[src/rtl/tracker_pkg.sv]
`default_nettype none

package tracker_pkg;

  // ==========================================================
  // screen geometry and coordinate widths
  // ==========================================================

  // active area of the incoming video
  localparam int SCREEN_WIDTH = 1280;
  localparam int SCREEN_HEIGHT = 720;

  localparam int HCOUNT_BITS = 11;
  localparam int VCOUNT_BITS = 10;

  // red and blue must stay at or below this to count as player
  localparam logic [7:0] MASK_CEILING = 8'hF0;

  // overlay colours, r in the top byte
  localparam logic [23:0] CROSSHAIR_COLOR = 24'hFF0000;
  localparam logic [23:0] MASK_TINT_COLOR = 24'hFF00FF;

  // ==========================================================
  // pixel and result types
  // ==========================================================

  typedef struct packed {
    logic [4:0] r;
    logic [5:0] g;
    logic [4:0] b;
  } rgb565_t;

  typedef struct packed {
    logic [7:0] r;
    logic [7:0] g;
    logic [7:0] b;
  } rgb888_t;

  // one beat of the input stream
  typedef struct packed {
    logic valid;
    logic [HCOUNT_BITS-1:0] hcount;
    logic [VCOUNT_BITS-1:0] vcount;
    rgb565_t color;
  } pixel_in_t;

  // beat after expansion, with its player bit
  typedef struct packed {
    logic valid;
    logic [HCOUNT_BITS-1:0] hcount;
    logic [VCOUNT_BITS-1:0] vcount;
    rgb888_t color;
    logic mask;
  } masked_pixel_t;

  // threshold nibbles, each used as the upper nibble of an 8 bit bound
  typedef struct packed {
    logic [3:0] green_upper;
    logic [3:0] red_lower;
    logic [3:0] blue_lower;
  } thresholds_t;

  // locked goes high with the first computed centroid
  typedef struct packed {
    logic locked;
    logic [HCOUNT_BITS-1:0] x;
    logic [VCOUNT_BITS-1:0] y;
  } centroid_t;

  typedef enum logic [1:0] {
    DISP_CAMERA = 2'b00,
    DISP_MASK = 2'b01,
    DISP_CROSSHAIR = 2'b10,
    DISP_TINT = 2'b11
  } display_mode_t;

endpackage

`default_nettype wire

[src/rtl/mask_classifier.sv]
`timescale 1ns/10ps
`default_nettype none

module mask_classifier (
  input wire clk_pixel,
  input wire recent_reset,
  input wire tracker_pkg::pixel_in_t pixel_i,
  input wire tracker_pkg::thresholds_t thresholds_i,
  output tracker_pkg::masked_pixel_t masked_o
);
  import tracker_pkg::*;

  // ==========================================================
  // colour expansion
  // ==========================================================

  // low bits padded with zeros, no replication of the msbs
  rgb888_t color_wide;
  always_comb begin
    color_wide.r = {pixel_i.color.r, 3'b000};
    color_wide.g = {pixel_i.color.g, 2'b00};
    color_wide.b = {pixel_i.color.b, 3'b000};
  end

  // ==========================================================
  // green screen test
  // ==========================================================

  // nibbles become the upper half of each 8 bit bound
  logic [7:0] green_upper;
  logic [7:0] red_lower;
  logic [7:0] blue_lower;
  assign green_upper = {thresholds_i.green_upper, 4'h0};
  assign red_lower = {thresholds_i.red_lower, 4'h0};
  assign blue_lower = {thresholds_i.blue_lower, 4'h0};

  // player = little green, red and blue inside their windows
  logic is_player;
  assign is_player = (color_wide.g <= green_upper) &&
                     (color_wide.r >= red_lower) && (color_wide.r <= MASK_CEILING) &&
                     (color_wide.b >= blue_lower) && (color_wide.b <= MASK_CEILING);

  // ==========================================================
  // output register, one cycle
  // ==========================================================

  logic valid_q;
  logic [HCOUNT_BITS-1:0] hcount_q;
  logic [VCOUNT_BITS-1:0] vcount_q;
  rgb888_t color_q;
  logic mask_q;

  always_ff @(posedge clk_pixel) begin
    if (recent_reset) begin
      valid_q <= 1'b0;
    end else begin
      valid_q <= pixel_i.valid;
    end
  end

  // payload follows every cycle, valid tells whether it counts
  always_ff @(posedge clk_pixel) begin
    hcount_q <= pixel_i.hcount;
    vcount_q <= pixel_i.vcount;
    color_q <= color_wide;
    mask_q <= is_player;
  end

  assign masked_o = '{valid: valid_q, hcount: hcount_q, vcount: vcount_q,
                      color: color_q, mask: mask_q};

endmodule

`default_nettype wire

[src/rtl/serial_divider.sv]
`timescale 1ns/10ps
`default_nettype none

module serial_divider #(
  parameter int DIVIDEND_BITS = 31,
  parameter int DIVISOR_BITS = 20,
  parameter int QUOT_BITS = 11
) (
  input wire clk_pixel,
  input wire recent_reset,
  input wire start_i,
  input wire [DIVIDEND_BITS-1:0] dividend_i,
  input wire [DIVISOR_BITS-1:0] divisor_i,
  output logic [QUOT_BITS-1:0] quotient_o,
  output logic done_o
);

  // working width holds the dividend and the fully shifted divisor
  localparam int WORK_BITS = (DIVIDEND_BITS > DIVISOR_BITS + QUOT_BITS) ?
                             DIVIDEND_BITS : DIVISOR_BITS + QUOT_BITS;
  localparam int CNT_BITS = $clog2(QUOT_BITS + 1);

  logic [WORK_BITS-1:0] rem_q;
  logic [WORK_BITS-1:0] div_q;
  logic [QUOT_BITS-1:0] quot_q;
  logic [CNT_BITS-1:0] cnt_q;
  logic busy_q;
  logic done_q;

  // ==========================================================
  // one restoring step per cycle
  // ==========================================================

  // the start cycle already resolves the msb, so a full result
  // takes exactly QUOT_BITS edges
  logic [WORK_BITS-1:0] rem_in;
  logic [WORK_BITS-1:0] div_in;
  assign rem_in = start_i ? WORK_BITS'(dividend_i) : rem_q;
  assign div_in = start_i ? (WORK_BITS'(divisor_i) << (QUOT_BITS - 1)) : div_q;

  // trial subtraction, borrow in the top bit
  logic [WORK_BITS:0] trial;
  logic q_bit;
  assign trial = {1'b0, rem_in} - {1'b0, div_in};
  assign q_bit = ~trial[WORK_BITS];

  // steps still to do after this one
  logic step_en;
  logic [CNT_BITS-1:0] cnt_next;
  assign step_en = start_i || busy_q;
  assign cnt_next = start_i ? CNT_BITS'(QUOT_BITS - 1) : cnt_q - 1'b1;

  always_ff @(posedge clk_pixel) begin
    if (recent_reset) begin
      busy_q <= 1'b0;
      cnt_q <= '0;
      done_q <= 1'b0;
    end else begin
      done_q <= step_en && (cnt_next == '0);
      if (step_en) begin
        cnt_q <= cnt_next;
        busy_q <= (cnt_next != '0);
      end
    end
  end

  // datapath, restored when the trial underflows
  always_ff @(posedge clk_pixel) begin
    if (step_en) begin
      rem_q <= q_bit ? trial[WORK_BITS-1:0] : rem_in;
      div_q <= div_in >> 1;
      if (start_i) begin
        quot_q <= QUOT_BITS'(q_bit);
      end else begin
        quot_q <= (quot_q << 1) | QUOT_BITS'(q_bit);
      end
    end
  end

  assign quotient_o = quot_q;
  assign done_o = done_q;

endmodule

`default_nettype wire

[src/rtl/centroid_tracker.sv]
`timescale 1ns/10ps
`default_nettype none

module centroid_tracker #(
  parameter int SCREEN_WIDTH = tracker_pkg::SCREEN_WIDTH,
  parameter int SCREEN_HEIGHT = tracker_pkg::SCREEN_HEIGHT
) (
  input wire clk_pixel,
  input wire recent_reset,
  input wire tracker_pkg::masked_pixel_t masked_i,
  input wire frame_end_i,
  input wire track_enable_i,
  output tracker_pkg::centroid_t centroid_o,
  output logic centroid_valid_o
);
  import tracker_pkg::*;

  // count holds a full screen of player pixels
  localparam int COUNT_BITS = $clog2(SCREEN_WIDTH * SCREEN_HEIGHT + 1);
  // both dividers share one quotient width so they finish together
  localparam int QUOT_BITS = ($clog2(SCREEN_WIDTH) > $clog2(SCREEN_HEIGHT)) ?
                             $clog2(SCREEN_WIDTH) : $clog2(SCREEN_HEIGHT);
  localparam int SUM_BITS = COUNT_BITS + QUOT_BITS;

  // ==========================================================
  // per frame accumulation
  // ==========================================================

  logic hit;
  logic [SUM_BITS-1:0] x_add;
  logic [SUM_BITS-1:0] y_add;
  assign hit = masked_i.valid && masked_i.mask && track_enable_i;
  assign x_add = hit ? SUM_BITS'(masked_i.hcount) : '0;
  assign y_add = hit ? SUM_BITS'(masked_i.vcount) : '0;

  logic [SUM_BITS-1:0] sum_x_q;
  logic [SUM_BITS-1:0] sum_y_q;
  logic [COUNT_BITS-1:0] count_q;

  // on frame end the new frame starts with the beat of that cycle
  always_ff @(posedge clk_pixel) begin
    if (recent_reset) begin
      sum_x_q <= '0;
      sum_y_q <= '0;
      count_q <= '0;
    end else if (frame_end_i) begin
      sum_x_q <= x_add;
      sum_y_q <= y_add;
      count_q <= COUNT_BITS'(hit);
    end else begin
      sum_x_q <= sum_x_q + x_add;
      sum_y_q <= sum_y_q + y_add;
      count_q <= count_q + COUNT_BITS'(hit);
    end
  end

  // ==========================================================
  // frame end snapshot and divider launch
  // ==========================================================

  // empty frames and frame ends during a division are dropped
  logic accept;
  logic busy_q;
  logic start_q;
  logic div_done;
  assign accept = frame_end_i && !busy_q && (count_q != '0);

  always_ff @(posedge clk_pixel) begin
    if (recent_reset) begin
      busy_q <= 1'b0;
      start_q <= 1'b0;
    end else begin
      start_q <= accept;
      if (accept) begin
        busy_q <= 1'b1;
      end else if (div_done) begin
        busy_q <= 1'b0;
      end
    end
  end

  // operands stay put for the whole division
  logic [SUM_BITS-1:0] snap_x_q;
  logic [SUM_BITS-1:0] snap_y_q;
  logic [COUNT_BITS-1:0] snap_count_q;
  always_ff @(posedge clk_pixel) begin
    if (accept) begin
      snap_x_q <= sum_x_q;
      snap_y_q <= sum_y_q;
      snap_count_q <= count_q;
    end
  end

  logic [QUOT_BITS-1:0] quot_x;
  logic [QUOT_BITS-1:0] quot_y;
  logic x_done;
  logic y_done;

  serial_divider #(
    .DIVIDEND_BITS(SUM_BITS),
    .DIVISOR_BITS(COUNT_BITS),
    .QUOT_BITS(QUOT_BITS)
  ) x_divider (
    .clk_pixel(clk_pixel),
    .recent_reset(recent_reset),
    .start_i(start_q),
    .dividend_i(snap_x_q),
    .divisor_i(snap_count_q),
    .quotient_o(quot_x),
    .done_o(x_done)
  );

  serial_divider #(
    .DIVIDEND_BITS(SUM_BITS),
    .DIVISOR_BITS(COUNT_BITS),
    .QUOT_BITS(QUOT_BITS)
  ) y_divider (
    .clk_pixel(clk_pixel),
    .recent_reset(recent_reset),
    .start_i(start_q),
    .dividend_i(snap_y_q),
    .divisor_i(snap_count_q),
    .quotient_o(quot_y),
    .done_o(y_done)
  );

  assign div_done = x_done && y_done;

  // ==========================================================
  // held result
  // ==========================================================

  centroid_t centroid_q;
  logic valid_q;
  always_ff @(posedge clk_pixel) begin
    if (recent_reset) begin
      centroid_q <= '0;
      valid_q <= 1'b0;
    end else begin
      valid_q <= div_done;
      if (div_done) begin
        centroid_q <= '{locked: 1'b1, x: HCOUNT_BITS'(quot_x), y: VCOUNT_BITS'(quot_y)};
      end
    end
  end

  assign centroid_o = centroid_q;
  assign centroid_valid_o = valid_q;

endmodule

`default_nettype wire

[src/rtl/overlay_mux.sv]
`timescale 1ns/10ps
`default_nettype none

module overlay_mux (
  input wire clk_pixel,
  input wire recent_reset,
  input wire tracker_pkg::masked_pixel_t masked_i,
  input wire tracker_pkg::centroid_t centroid_i,
  input wire tracker_pkg::display_mode_t mode_i,
  output tracker_pkg::rgb888_t pixel_o,
  output logic pixel_valid_o
);
  import tracker_pkg::*;

  // ==========================================================
  // colour select
  // ==========================================================

  // crosshair only once a centroid exists, otherwise row 0 and
  // column 0 would light up after reset
  logic on_crosshair;
  assign on_crosshair = centroid_i.locked &&
                        ((masked_i.hcount == centroid_i.x) ||
                         (masked_i.vcount == centroid_i.y));

  rgb888_t color_sel;
  always_comb begin
    unique case (mode_i)
      DISP_CAMERA: begin
        color_sel = masked_i.color;
      end
      DISP_MASK: begin
        // white where player, black elsewhere
        color_sel = masked_i.mask ? 24'hFFFFFF : 24'h000000;
      end
      DISP_CROSSHAIR: begin
        color_sel = on_crosshair ? CROSSHAIR_COLOR : masked_i.color;
      end
      DISP_TINT: begin
        color_sel = masked_i.mask ? MASK_TINT_COLOR : masked_i.color;
      end
      default: begin
        color_sel = masked_i.color;
      end
    endcase
  end

  // ==========================================================
  // output register
  // ==========================================================

  logic valid_q;
  rgb888_t color_q;

  always_ff @(posedge clk_pixel) begin
    if (recent_reset) begin
      valid_q <= 1'b0;
    end else begin
      valid_q <= masked_i.valid;
    end
  end

  // colour is sampled every cycle, valid qualifies it
  always_ff @(posedge clk_pixel) begin
    color_q <= color_sel;
  end

  assign pixel_o = color_q;
  assign pixel_valid_o = valid_q;

endmodule

`default_nettype wire

[src/rtl/chroma_tracker.sv]
`timescale 1ns/10ps
`default_nettype none

module chroma_tracker #(
  parameter int SCREEN_WIDTH = tracker_pkg::SCREEN_WIDTH,
  parameter int SCREEN_HEIGHT = tracker_pkg::SCREEN_HEIGHT
) (
  input wire clk_pixel,
  input wire recent_reset,
  // pixel stream, valid is a one beat strobe
  input wire tracker_pkg::pixel_in_t pixel_i,
  input wire frame_end_i,
  // static configuration
  input wire tracker_pkg::thresholds_t thresholds_i,
  input wire tracker_pkg::display_mode_t mode_i,
  input wire track_enable_i,
  // drawn pixel, 2 cycles behind pixel_i
  output tracker_pkg::rgb888_t pixel_o,
  output logic pixel_valid_o,
  // last centroid and its update strobe
  output tracker_pkg::centroid_t centroid_o,
  output logic centroid_valid_o
);
  import tracker_pkg::*;

  // ==========================================================
  // classifier, shared by tracking and drawing
  // ==========================================================

  masked_pixel_t masked_pixel;
  centroid_t centroid;

  mask_classifier classifier (
    .clk_pixel(clk_pixel),
    .recent_reset(recent_reset),
    .pixel_i(pixel_i),
    .thresholds_i(thresholds_i),
    .masked_o(masked_pixel)
  );

  // ==========================================================
  // center of mass
  // ==========================================================

  centroid_tracker #(
    .SCREEN_WIDTH(SCREEN_WIDTH),
    .SCREEN_HEIGHT(SCREEN_HEIGHT)
  ) tracker (
    .clk_pixel(clk_pixel),
    .recent_reset(recent_reset),
    .masked_i(masked_pixel),
    .frame_end_i(frame_end_i),
    .track_enable_i(track_enable_i),
    .centroid_o(centroid),
    .centroid_valid_o(centroid_valid_o)
  );

  assign centroid_o = centroid;

  // ==========================================================
  // drawing
  // ==========================================================

  // overlay uses the held centroid, so a new result shows from
  // the next drawn pixel on
  overlay_mux overlay (
    .clk_pixel(clk_pixel),
    .recent_reset(recent_reset),
    .masked_i(masked_pixel),
    .centroid_i(centroid),
    .mode_i(mode_i),
    .pixel_o(pixel_o),
    .pixel_valid_o(pixel_valid_o)
  );

endmodule

`default_nettype wire

[config.mk]
export PLATFORM = sky130hd
export DESIGN_NAME = chroma_tracker
export DESIGN_NICKNAME = d
export VERILOG_FILES = /design/src/rtl/tracker_pkg.sv /design/src/rtl/mask_classifier.sv /design/src/rtl/serial_divider.sv /design/src/rtl/centroid_tracker.sv /design/src/rtl/overlay_mux.sv /design/src/rtl/chroma_tracker.sv
export SDC_FILE = /design/constraint.sdc
export NUM_CORES = 1
export LEC_CHECK = 0
export BUFFER_PORTS_ARGS = -buffer_cell sky130_fd_sc_hd__buf_4
export CELL_PAD_IN_SITES_DETAIL_PLACEMENT = 0
export CELL_PAD_IN_SITES_GLOBAL_PLACEMENT = 2
export CORE_ASPECT_RATIO = 0.9
export CORE_MARGIN = 3
export CORE_UTILIZATION = 44
export DETAILED_ROUTE_END_ITERATION = 12
export PLACE_DENSITY = 0.92
export RECOVER_POWER = 100
export SETUP_SLACK_MARGIN = 0.2
export SLEW_MARGIN = 10
export SYNTH_ARGS = -nofsm -noshare
export SYNTH_HDL_FRONTEND = slang
export SYNTH_HIERARCHICAL = 1
export SYNTH_SLANG_ARGS = --single-unit
[constraint.sdc]
create_clock -name clk_pixel -period 9 [get_ports clk_pixel]
set_input_delay 1.35 -clock clk_pixel [delete_from_list [all_inputs] [get_ports clk_pixel]]
set_output_delay 1.35 -clock clk_pixel [all_outputs]
set_load 0.05 [all_outputs]
# [Word level (Yosys, flattened, before mapping)]
# Index checks and enable logic that the tools add are counted.
[word_totals] reg_bits=408 latchBits=0 ramBits=0 rom_bits=0 elab_cells=104 memories=0
[classes] n_addsub=7 multipliers=0 n_div=0 order_cmp=5 eq_ne=5 n_shift=0 muxes=21 bitwise=4 reduce_logical=24
[ops] cell="31-bit two-way mux" count=6
[ops] cell="24-bit one-hot mux with 4 select lines" count=1
[ops] cell="24-bit two-way mux" count=3
[ops] cell="31-bit by 30-bit subtractor with 32-bit output" count=2
[ops] cell="31-bit adder" count=2
[ops] cell="30-bit two-way mux" count=2
[ops] cell="20-bit by 1-bit adder with 20-bit output" count=1
[ops] cell="20-bit nonzero test" count=1
[ops] cell="8-bit greater-or-equal comparator" count=2
[ops] cell="8-bit less-or-equal comparator (second input constant)" count=2
[ops] cell="1-bit logical AND" count=12
[ops] cell="11-bit == test" count=1
[ops] cell="11-bit two-way mux" count=1
[ops] cell="11-bit by 1-bit bitwise OR with 11-bit output" count=1
[ops] cell="10-bit == test" count=1
[ops] cell="10-bit two-way mux" count=1
[ops] cell="10-bit by 1-bit bitwise OR with 10-bit output" count=1
[ops] cell="8-bit less-or-equal comparator" count=1
[ops] cell="4-bit zero test" count=2
[ops] cell="4-bit two-way mux" count=2
[ops] cell="4-bit nonzero test" count=2
[ops] cell="4-bit by 1-bit subtractor with 4-bit output (second input constant)" count=2
[ops] cell="1-bit two-way mux" count=5
[ops] cell="2-bit == test (second input constant)" count=2
[ops] cell="7 further kinds" count=10

# [Longest topological paths before layout]
# Gate-level depths: netlist of the first run.
[logic_depth] word_depth=5 ltp_mapped=18 mapped_depth_nobuf=13

# [Modules after synthesis]
# Netlist of the first run, hierarchy kept.
[modules_own_cells] module="centroid_tracker" n_inst=1 cells_per_inst=742 area_per_inst_um2=7915.1
[modules_own_cells] module="serial_divider (tracker.x_divider)" n_inst=1 cells_per_inst=506 area_per_inst_um2=5261.3
[modules_own_cells] module="serial_divider (tracker.y_divider)" n_inst=1 cells_per_inst=506 area_per_inst_um2=5153.7
[modules_own_cells] module="mask_classifier" n_inst=1 cells_per_inst=96 area_per_inst_um2=1194.9
[modules_own_cells] module="overlay_mux" n_inst=1 cells_per_inst=133 area_per_inst_um2=1148.6

# [Least setup slack after synthesis of the first run]
# OpenSTA, ideal clock, no wires.
[synth_timing] kind="reg2reg" startpoint="register tracker.start_q" endpoint="register tracker.y_divider.rem_q[6] (data pin)" setup_time_ns=0.260 t_arrival_ns=4.203 required_ns=8.740 path_slack_ns=4.537 stages_incl_launch_ff=16 path_buffers=5 path_cell_list="dfxtp_1 > buf_2 > clkbuf_1 > buf_1 > clkbuf_1 > mux2i_1 > ha_1 > a21oi_1 > o21ai_0 > a32oi_1 > a311o_1 > a2111o_1 > and2_4 > buf_6 > inv_1 > mux2_2"
[synth_via] elab_chain_cells=3 elab_cells_between_ends=4 cone_classes="1 x add/sub; 3 x mux"
[synth_rtl] item="start: declaration" line="centroid_tracker.sv:64" source="logic start_q;"
[synth_rtl] item="start signal: assignment" line="centroid_tracker.sv:73" source="start_q <= accept;"
[synth_rtl] item="31-bit two-way mux / 30-bit two-way mux (equally long branches)" line="serial_divider.sv:38, serial_divider.sv:39"
[synth_rtl] item="31-bit by 30-bit subtractor with 32-bit output" line="serial_divider.sv:44" source="assign trial = {1'b0, rem_in} - {1'b0, div_in};"
[synth_rtl] item="31-bit two-way mux (*)" line="serial_divider.sv:70" source="rem_q <= q_bit ? trial[WORK_BITS-1:0] : rem_in;"
[synth_rtl] item="end signal: assignment" line="serial_divider.sv:70"
[synth_rtl] item="end: declaration" line="serial_divider.sv:23" source="logic [WORK_BITS-1:0] rem_q;"
# Mark *: on every way between the ends. The rest lies on a longest branch, timed or not.
# A chain may end at the register's enable or synchronous reset.

# [Final worst setup path of the first run]
[layout_timing] startpoint="input frame_end_i" endpoint="register tracker.snap_x_q[7], enable pin"
[layout_via] elab_chain_cells=2
[layout_rtl] item="start: declaration" line="chroma_tracker.sv:12" source="input wire frame_end_i,"
[layout_rtl] item="1-bit logical AND (2 in a row)" line="centroid_tracker.sv:66" source="assign accept = frame_end_i && !busy_q && (count_q != '0);"
[layout_rtl] item="named net tracker.accept" line="centroid_tracker.sv:62" source="logic accept;"
[layout_rtl] item="end signal: assignment" line="centroid_tracker.sv:88" source="snap_x_q <= sum_x_q;"
[layout_rtl] item="end: declaration" line="centroid_tracker.sv:83" source="logic [SUM_BITS-1:0] snap_x_q;"
# The timed path passes the listed nets, and every way through them passes these cells.

==> summary.md, run 1 <==
| Metric | Value |
|---|---|
| Vias per Instance | about 5.4 |
| Routability cong. | 0.829 |
| Gate Count Post-Synth | just under 2000 |
| CP max stage cell | clkbuf_1 |
| Post-Syn Area per Cell | 10.4 um^2 |
| Unrepaired setup endpoints after global routing | no |
| Area growth syn-to-layout | 11.8% |
| Routing usage on met1 | 28.7% |
| Core Box Area | ~46000 um^2 |
| Post-DRT Antenna Nets | 0 |
| Fillers | roughly 4200 |
| Total CTS buffers | 44 |
| R2R depth | 4 |
| Type of origin of the critical path | input port |
| Worst setup margin | roughly 2.5 ns |
| Nets | ~2200 |
| Die Width | 234 um |
| P per Cell Area | between 150 and 200 nW/um^2 |
| Most used routing layer | met2 |
| Most frequent cells in the layout | edfxtp_1 (223), dfxtp_1 (183), nand2_1 (174) |
| Crit end category | flip-flop |
| HP Class | reg -> reg |
| Crit path DAT | around 6.6 ns |
| Initial core utilization | 45.0% |
| Cell Rows | 74 |
| Crit path time final | approximately 6.5 ns |
| Final setup viols | 0 |
| Hpwl dp | between 30 and 40 mm |
| Fin crit share | roughly 73% |
| Diodes inserted | 0 |
| Failing checks | max-capacitance violations, max-slew violations |
| Setup Buffers After CTS | 0 |
| Layout Cells excl Fill | ~2700 |
| Total Power | 4.02 mW |
| Final wirelength | between 40 and 50 mm |
| Post_cts resized | 0 |
| Max Clk Rate | between 150 and 200 MHz |
| Outcome | complete, but fails checks |
| Clock Path Buffers | 3 |
| Critical-path maximum fanout | 62 |
| Setup CP Type | in -> reg |
| Max stage delay on crit path | around 2.8 ns |
| Post-DR wirelength/cell | 17.5 um |
| Max Clock Skew | ~0.013 ns |
| CTS sink count | 406 |
| Inst Count DP | 2624 |
| Mapped Area | 20600 um^2 |
| Full die area | between 40000 and 50000 um^2 |
| Slew @ Worst Pin | between 4 and 5 ns |
| Clock Latency Late Sink | between 0.5 and 0.6 ns |
| Largest net degree at the start of global routing | ~130 |
| Fin. Hold Viols | 0 |
| IO Pins | 104 |
| Slew Limit Headroom | -183% |
| CTS hold repair buffers | 0 |
| PortBufs | around 100 |
| CP required | approximately 9.1 ns |
| CTS clk-pin slew, worst paths | about 0.060 ns |
| TritonCTS clock tree | yes |
| Vias | between 10000 and 15000 |
| Initial antenna violation count | 0 |
| Die height | between 200 and 250 um |
| Number of global-route vias before repair | ~14000 |
| YS warnings | 6 |
| Commonest non-fill, non-tap cell in the layout | edfxtp_1 |
| Hold Path Cell Cnt | 0 |
| Dpl ws | about 4.1 ns |
| Worst Path Buf+Inv | 3 |
| Delay-heaviest family, CP | buffers and inverters |
| IR drop worst, VDD | 0.158 mV |
| Worst path most repeated cell | clkbuf_1 |
| Grt ovf | 0 |
| Met3 Usage GRT | 3.46% |
| Area post-placement | about 22000 um^2 |
| Grt met2 use | 28.9% |
| CP Cell Sequence | clkbuf_1, nand3b_1, clkinvlp_2, clkbuf_1 |
| Pins Over Slew Limit | 390 |
| Final instance area | ~23000 um^2 |
| Root buffer cell | clkbuf_16 |
| Worst hold margin | 0.441 ns |
| Layout cell share with drive strength beyond 1 | a little under a tenth |
| DRC | 0 |
| DR pass1 iterations | 5 |
| CTS H-Tree Depth | 2 |
| Starting DRT DRC Count | ~950 |
| Path length in cells of the critical path | 4 |
| TNS Setup | 0 ns |
| Total track usage | a little under a fifth |
| Static Leak | approximately 8.4 nW |
| Max cap viols | 7 |
| First-pass GRT wire length | 75.9 mm |
| Core Util, Final | about half |
worst reg2reg max path, stage by stage (launching register included):
cell and delay (ns):
dfxtp_1 1.86, buf_12 0.58, nor2_1 0.21, clkinv_1 0.08, clkbuf_1 2.96
power breakdown:
| group | total [mW] | internal (mW) | leakage (nW) | switching, mW |
|---|---|---|---|---|
| registers | 1.98 | 1.97 | 3.35 | 0.0157 |
| clock network | 1.86 | 1.11 | 0.734 | 0.753 |
| logic | 0.174 | 0.0574 | 4.35 | 0.116 |
sequential cells by signal, indices dropped and copies added (netlist names), 10 cells and up:
register and flops:
overlay/pixel_o 24, tracker/snap_y_q 31, classifier/masked_o 16, tracker/sum_y_q 31, tracker/x_divider/rem_q 31, tracker/x_divider/quotient_o 11, tracker/y_divider/div_q 29, tracker/snap_x_q 31
tracker/snap_count_q 20, tracker/y_divider/quotient_o 10, tracker/count_q 20, classifier/vcount_q 10, tracker/centroid_o 22, classifier/hcount_q 11, tracker/sum_x_q 31, tracker/y_divider/rem_q 31
tracker/x_divider/div_q 29
layout make-up:
cell class,instances,area [um^2],area share (%)
Sequential cell,406,10400,44.9
Timing Repair Buffer,111,579,2.51
Clock buffer,66,1360,5.90
Multi-Input combinational cell,1384,9420,40.8
Tap cell,608,761,3.30
Clock inverter,16,151,0.656
Inverter,115,433,1.88
final timing paths:
kind	from	slack, ns	to
setup / recovery	frame_end_i	2.45	tracker/snap_x_q[7]$_DFFE_PP_
hold / removal	tracker/sum_y_q[3]$_SDFF_PP0_	0.44	tracker/snap_y_q[3]$_DFFE_PP_
hold reg to reg	tracker/sum_y_q[3]$_SDFF_PP0_	0.44	tracker/snap_y_q[3]$_DFFE_PP_
setup reg to reg	tracker/start_q$_SDFF_PP0_	2.76	tracker/x_divider/rem_q[2]$_DFFE_PN_
layer usage:
metal  up-vias  part of all wire [%]
met3        52                   4.6
li1       7244                     -
met2       291                    43
met1      7020                    50
met5         -                     0
met4         0                   1.5
No activity file was read; power rests on OpenSTA's default activity.
==> run 2, diff against run 1 <==
Settings changed: CORE_UTILIZATION 44 to 41, PLACE_DENSITY 0.92 to 0.87.
Clock period 9 ns to 6.05 ns, I/O delays scaled along.
==> run 2 against run 1 <==
Against the previous run: the flow still finishes with violations (max-capacitance violations, max-slew violations); first-iteration DRC count rose by 11%; die area up 7.1%; core utilization decreased by 3.4 points; total power rose by 51%; sequential share of layout area down 0.24 points; count of clock-buffer cells in the layout fell by 7; critical path type is now reg -> reg.
==> summary.md, run 2 (synthesized netlist as in run 1, its figures left out) <==
| Metric | Value |
|---|---|
| Core Util, Final | 46.9% |
| Hpwl dp | 33.4 mm |
| Worst hold margin | between 0.4 and 0.5 ns |
| Worst path most repeated cell | mux2_2 |
| Nets | 2216 |
| Unrepaired setup endpoints after global routing | no |
| R2R Path Start | tracker/start_q$_SDFF_PP0_ |
| Hold worst-path end | tracker/snap_y_q[0]$_DFFE_PP_ |
| Worst setup margin | roughly 0.95 ns |
| CP startpoint | tracker/start_q$_SDFF_PP0_ |
| R2R Path End | tracker/x_divider/rem_q[12]$_DFFE_PN_ |
| Failing checks | max-capacitance violations, max-slew violations |
| Vias per Instance | approximately 5.3 |
| Outcome | complete, but fails checks |
| Pins Over Slew Limit | between 150 and 200 |
| Static Leak | roughly 8.5 nW |
| Die Width | between 200 and 250 um |
| HP Class | reg -> reg |
| Layout cell share with drive strength beyond 1 | 9.71% |
| Max Clock Skew | around 0.017 ns |
| Full die area | 53100 um^2 |
| First-pass GRT wire length | about 76 mm |
| DR pass1 iterations | 5 |
| Delay-heaviest family, CP | simple AND/OR/NAND/NOR gates |
| Clock Path Buffers | 3 |
| TritonCTS clock tree | yes |
| Initial core utilization | approximately two fifths |
| Root buffer cell | clkbuf_16 |
| Total Power | about 6.1 mW |
| Crit end category | flip-flop |
| Fin. Hold Viols | 0 |
| Core Box Area | around 50000 um^2 |
| Post_cts resized | 0 |
| R2R depth | 9 |
| CTS hold repair buffers | 0 |
| CTS clk-pin slew, worst paths | roughly 0.060 ns |
| Type of origin of the critical path | flip-flop |
| Max stage delay on crit path | 1.05 ns |
| Setup CP Type | reg -> reg |
| Most frequent cells in the layout | edfxtp_1 (223), dfxtp_1 (182), nand2_1 (174) |
| Post-DR wirelength/cell | between 15 and 20 um |
| Number of global-route vias before repair | 14100 |
| R2r setup slk | 0.95 ns |
| Crit path time final | 5.10 ns |
| Vias | 14600 |
| Setup Buffers After CTS | 0 |
| Die height | around 220 um |
| Total track usage | between 15 and 20% |
| Total CTS buffers | 45 |
| Clock Latency Late Sink | between 0.5 and 0.6 ns |
| CP max stage cell | dfxtp_4 |
| Largest net degree at the start of global routing | 80 |
| DRC | 0 |
| Grt ovf | 0 |
| CP required | between 6 and 7 ns |
| Final wirelength | around 47 mm |
| TNS Setup | 0 ns |
| PortBufs | about 100 |
| Worst Path Buf+Inv | 1 |
| Max Clk Rate | ~200 MHz |
| P per Cell Area | ~260 nW/um^2 |
| Area growth syn-to-layout | 12.4% |
| Starting DRT DRC Count | ~1100 |
| CTS H-Tree Depth | 2 |
| Commonest non-fill, non-tap cell in the layout | edfxtp_1 |
| Initial antenna violation count | 0 |
| Max cap viols | 3 |
| Slew Limit Headroom | -103% |
| CTS sink count | a little over 400 |
| Routability cong. | ~0.85 |
| Cell Rows | between 70 and 80 |
| CP Cell Sequence | buf_12, mux2_2, ha_1, nand4_1, nor4b_1, a211oi_2, o21ai_0, and2_4, mux2_2 |
| Worst hold start | tracker/sum_y_q[0]$_SDFF_PP0_ |
| Post-DRT Antenna Nets | 0 |
| Crit path DAT | 5.42 ns |
| Hold Path Cell Cnt | 0 |
| Slew @ Worst Pin | between 3 and 4 ns |
| Fin crit share | a little over four fifths |
| Final setup viols | 0 |
| IR drop worst, VDD | between 0.15 and 0.2 mV |
| Dpl ws | 1.18 ns |
| IO Pins | around 100 |
| Critical-path maximum fanout | a little under 80 |
| Diodes inserted | 0 |
## run 2: changes by cell type in the layout (fill, tap and decap cells not counted), sizes merged
cell | previous run | this run
clkbuf | 161 | 151
clkinv | 10 | 15
buf | 16 | 19
inv | 115 | 117
clkinvlp | 4 | 3
bufinv | 2 | 5
## run 2: final cells by class
| class | instances | area [um^2] |
|---|---|---|
| multi-input cells | 1384 | 9410 |
| clock inverters | 25 | 284 |
| well taps | 671 | 840 |
| fillers | 4627 | 26200 |
| inverters | 115 | 433 |
| repair buffers | 111 | 598 |
| flip-flops and latches | 406 | 10400 |
| clock buffers | 59 | 1270 |
## run 2: how the worst max path moves through the flow
stage / end / slack [ns] / cells after the start
6_report: tracker/x_divider/rem_q[12]$_DFFE_PN_ / 0.95 / 9
5_1_grt: tracker/x_divider/rem_q[16]$_DFFE_PN_ / 0.52 / 10
4_1_cts: tracker/x_divider/rem_q[12]$_DFFE_PN_ / 1.15 / 9
3_5_place_dp: tracker/x_divider/rem_q[12]$_DFFE_PN_ / 1.18 / 10
3_3_place_gp: tracker/x_divider/rem_q[16]$_DFFE_PN_ / 1.36 / 9
2_1_floorplan: tracker/y_divider/rem_q[6]$_DFFE_PN_ / 1.59 / 15
## run 2: worst reg2reg max path, cell delays in order (launching register included)
cell	delay, ns
dfxtp_4	1.05
buf_12	0.44
mux2_2	0.46
ha_1	0.41
nand4_1	0.21
nor4b_1	0.54
a211oi_2	0.16
o21ai_0	0.48
and2_4	0.67
mux2_2	0.42
## run 2: power by group
part	internal [mW]	switching, mW	leakage (nW)	total (mW)
Combinational	0.0858	0.172	4.37	0.258
Sequential	2.93	0.0238	3.35	2.95
Clock	1.71	1.14	0.768	2.85
Total	4.72	1.34	8.49	6.06
## run 2: metal layers
metal  up-vias  GRT usage [%]  routed length, um
met5         -              0                  0
met4         0           5.07                882
met1      7036           25.3              23500
met2       301           27.8              20900
met3        59           2.55               1990
li1       7250              -                  -
## run 2: metrics by stage
step	instance area [um^2]	cells
after floorplan	20700	1988
after global placement	21900	2687
after detailed placement	21900	2687
after CTS	23500	2771
after global routing	23200	2771
final	23200	2771
==> run 3, diff against run 2 <==
Settings changed: ABC_AREA from default to 1, CORE_UTILIZATION 41 to 33, PLACE_DENSITY 0.87 to 0.83.
Clock period 6.05 ns to 4.4 ns, I/O delays scaled along.
==> run 3 against run 2 <==
Against the previous run: the run still ends with max-capacitance violations, max-slew violations left; area after synthesis rose by 11%; combinational power grew 71%; sequential cell count unchanged; highest routed layer unchanged.
==> summary.md, run 3 <==
| Metric | Value |
|---|---|
| Core Util, Final | about two fifths |
| Hpwl dp | a little over 50 mm |
| Crit end category | flip-flop |
| Number of global-route vias before repair | 18800 |
| CTS hold repair buffers | 0 |
| IR drop worst, VDD | 0.312 mV |
| Gate Count Post-Synth | just over 3000 |
| Crit path DAT | roughly 4.2 ns |
| Fin. Hold Viols | 0 |
| Starting DRT DRC Count | approximately 1600 |
| R2R Path Start | tracker/start_q$_SDFF_PP0_ |
| Worst setup margin | between 0.5 and 0.6 ns |
| Clock Path Buffers | 3 |
| CP max stage cell | buf_4 |
| Max cap viols | 3 |
| TNS Setup | 0 ns |
| HP Class | in -> reg |
| Final setup viols | 0 |
| Slew Limit Headroom | -18.4% |
| CP required | around 4.7 ns |
| Die Width | between 200 and 300 um |
| Routability cong. | 0.874 |
| Total track usage | a little under a fifth |
| Worst hold margin | 0.201 ns |
| Final wirelength | ~67 mm |
| Max Clock Skew | 0.0126 ns |
| Area growth syn-to-layout | 13.3% |
| Vias per Instance | around 4.8 |
| Post-DRT Antenna Nets | 0 |
| Type of origin of the critical path | flip-flop |
| P per Cell Area | between 300 and 400 nW/um^2 |
| Mapped Area | 22800 um^2 |
| Hold worst-path end | classifier/vcount_q[9]$_DFF_P_ |
| R2R depth | 15 |
| IO Pins | around 100 |
| Grt met2 use | between 20% and 30% |
| Worst path most repeated cell | nand2_1 |
| DR pass1 iterations | 7 |
| Total Power | 8.68 mW |
| Cell Rows | 90 |
| R2r setup slk | around 0.53 ns |
| Grt ovf | 0 |
| Layout cell share with drive strength beyond 1 | just over 6% |
| CTS clk-pin slew, worst paths | 0.06 ns |
| Root buffer cell | clkbuf_16 |
| Worst hold start | pixel_i[25] |
| Unrepaired setup endpoints after global routing | no |
| Routing usage on met1 | between 20% and 30% |
| Vias | between 15000 and 20000 |
| Slew @ Worst Pin | around 1.8 ns |
| Dpl ws | 0.634 ns |
| DRC | 0 |
| CTS sink count | 406 |
| Fin crit share | between 80 and 90% |
| Met3 Usage GRT | 3.12% |
| Critical-path maximum fanout | a little over 60 |
| Initial antenna violation count | 0 |
| Most used routing layer | met1 |
| Max Clk Rate | about 260 MHz |
| Core Box Area | approximately 68000 um^2 |
| Clock Latency Late Sink | roughly 0.58 ns |
| First-pass GRT wire length | ~110 mm |
| Failing checks | max-capacitance violations, max-slew violations |
| Initial core utilization | 33.7% |
| Setup CP Type | reg -> reg |
| CTS H-Tree Depth | 2 |
| Post-DR wirelength/cell | between 15 and 20 um |
| Most frequent cells in the layout | nand2_1 (961), inv_1 (435), nor2_1 (318) |
| Largest net degree at the start of global routing | between 60 and 70 |
| Total CTS buffers | 48 |
| Static Leak | roughly 11 nW |
| PortBufs | roughly 100 |
| TritonCTS clock tree | yes |
| Setup Buffers After CTS | 0 |
| Crit path time final | approximately 3.9 ns |
| CP Cell Sequence | buf_4, o21ai_0, inv_1, ha_1, nand2_1, o21ai_0, nand2_1, nand2_1, nand3_1, nand3_2, nand3_1, nand2_2, inv_2, nand2_1, nand2_1 |
| Commonest non-fill, non-tap cell in the layout | nand2_1 |
| Outcome | complete, but fails checks |
| YS warnings | 6 |
| Pins Over Slew Limit | 142 |
| R2R Path End | tracker/y_divider/rem_q[2]$_DFFE_PN_ |
| Nets | 3308 |
| Max stage delay on crit path | around 0.6 ns |
| Hold Path Cell Cnt | 1 |
| Full die area | between 70000 and 80000 um^2 |
| Post-Syn Area per Cell | roughly 7.5 um^2 |
| Diodes inserted | 0 |
| Die height | 256 um |
| Post_cts resized | 0 |
-- run 3: critical path: cells and delay by family, from the launching register on --
| kind | cells | cell delay [ns] |
|---|---|---|
| buf+inv | 3 | 1.07 |
| flops | 1 | 0.40 |
| compound gates | 2 | 0.75 |
| simple gates | 9 | 1.20 |
| fa+ha+maj | 1 | 0.12 |
-- run 3: layer usage --
metal,vias to the layer above,routed length (um)
li1,10000,-
met1,9206,34000
met2,533,27700
met3,85,4090
met4,0,1230
met5,-,0
-- run 3: power breakdown --
group,internal [mW],switching [mW],leakage [nW]
combinational,0.128,0.313,7.13
sequential,4.03,0.0376,3.42
clock,2.55,1.62,0.818
total,6.71,1.97,11.4
-- run 3: worst max path at each step --
stage               cells after the start                                    end                  startpoint
finish                                 15   tracker/y_divider/rem_q[2]$_DFFE_PN_  tracker/start_q$_SDFF_PP0_
global route                           16   tracker/x_divider/rem_q[7]$_DFFE_PN_  tracker/start_q$_SDFF_PP0_
CTS                                    15   tracker/y_divider/rem_q[2]$_DFFE_PN_  tracker/start_q$_SDFF_PP0_
detailed placement                     15   tracker/y_divider/rem_q[2]$_DFFE_PN_  tracker/start_q$_SDFF_PP0_
global placement                       15  tracker/y_divider/rem_q[16]$_DFFE_PN_  tracker/start_q$_SDFF_PP0_
floorplan                               6      tracker/snap_count_q[0]$_DFFE_PP_                 frame_end_i
-- run 3: stage by stage --
| step | area [um^2] | cells |
|---|---|---|
| after floorplan | 22900 | 3058 |
| after global placement | 24500 | 4025 |
| after detailed placement | 24500 | 4025 |
| after CTS | 26200 | 4115 |
| after global routing | 25900 | 4115 |
| final | 25900 | 4115 |
-- run 3: cell type report --
cell class / instances / area [um^2]
clock buffers: 64 / 1410
clock inverters: 26 / 270
fillers: 7155 / 41900
inverters: 445 / 1670
multi-input cells: 2134 / 10400
flip-flops and latches: 406 / 10400
well taps: 920 / 1150
repair buffers: 120 / 638
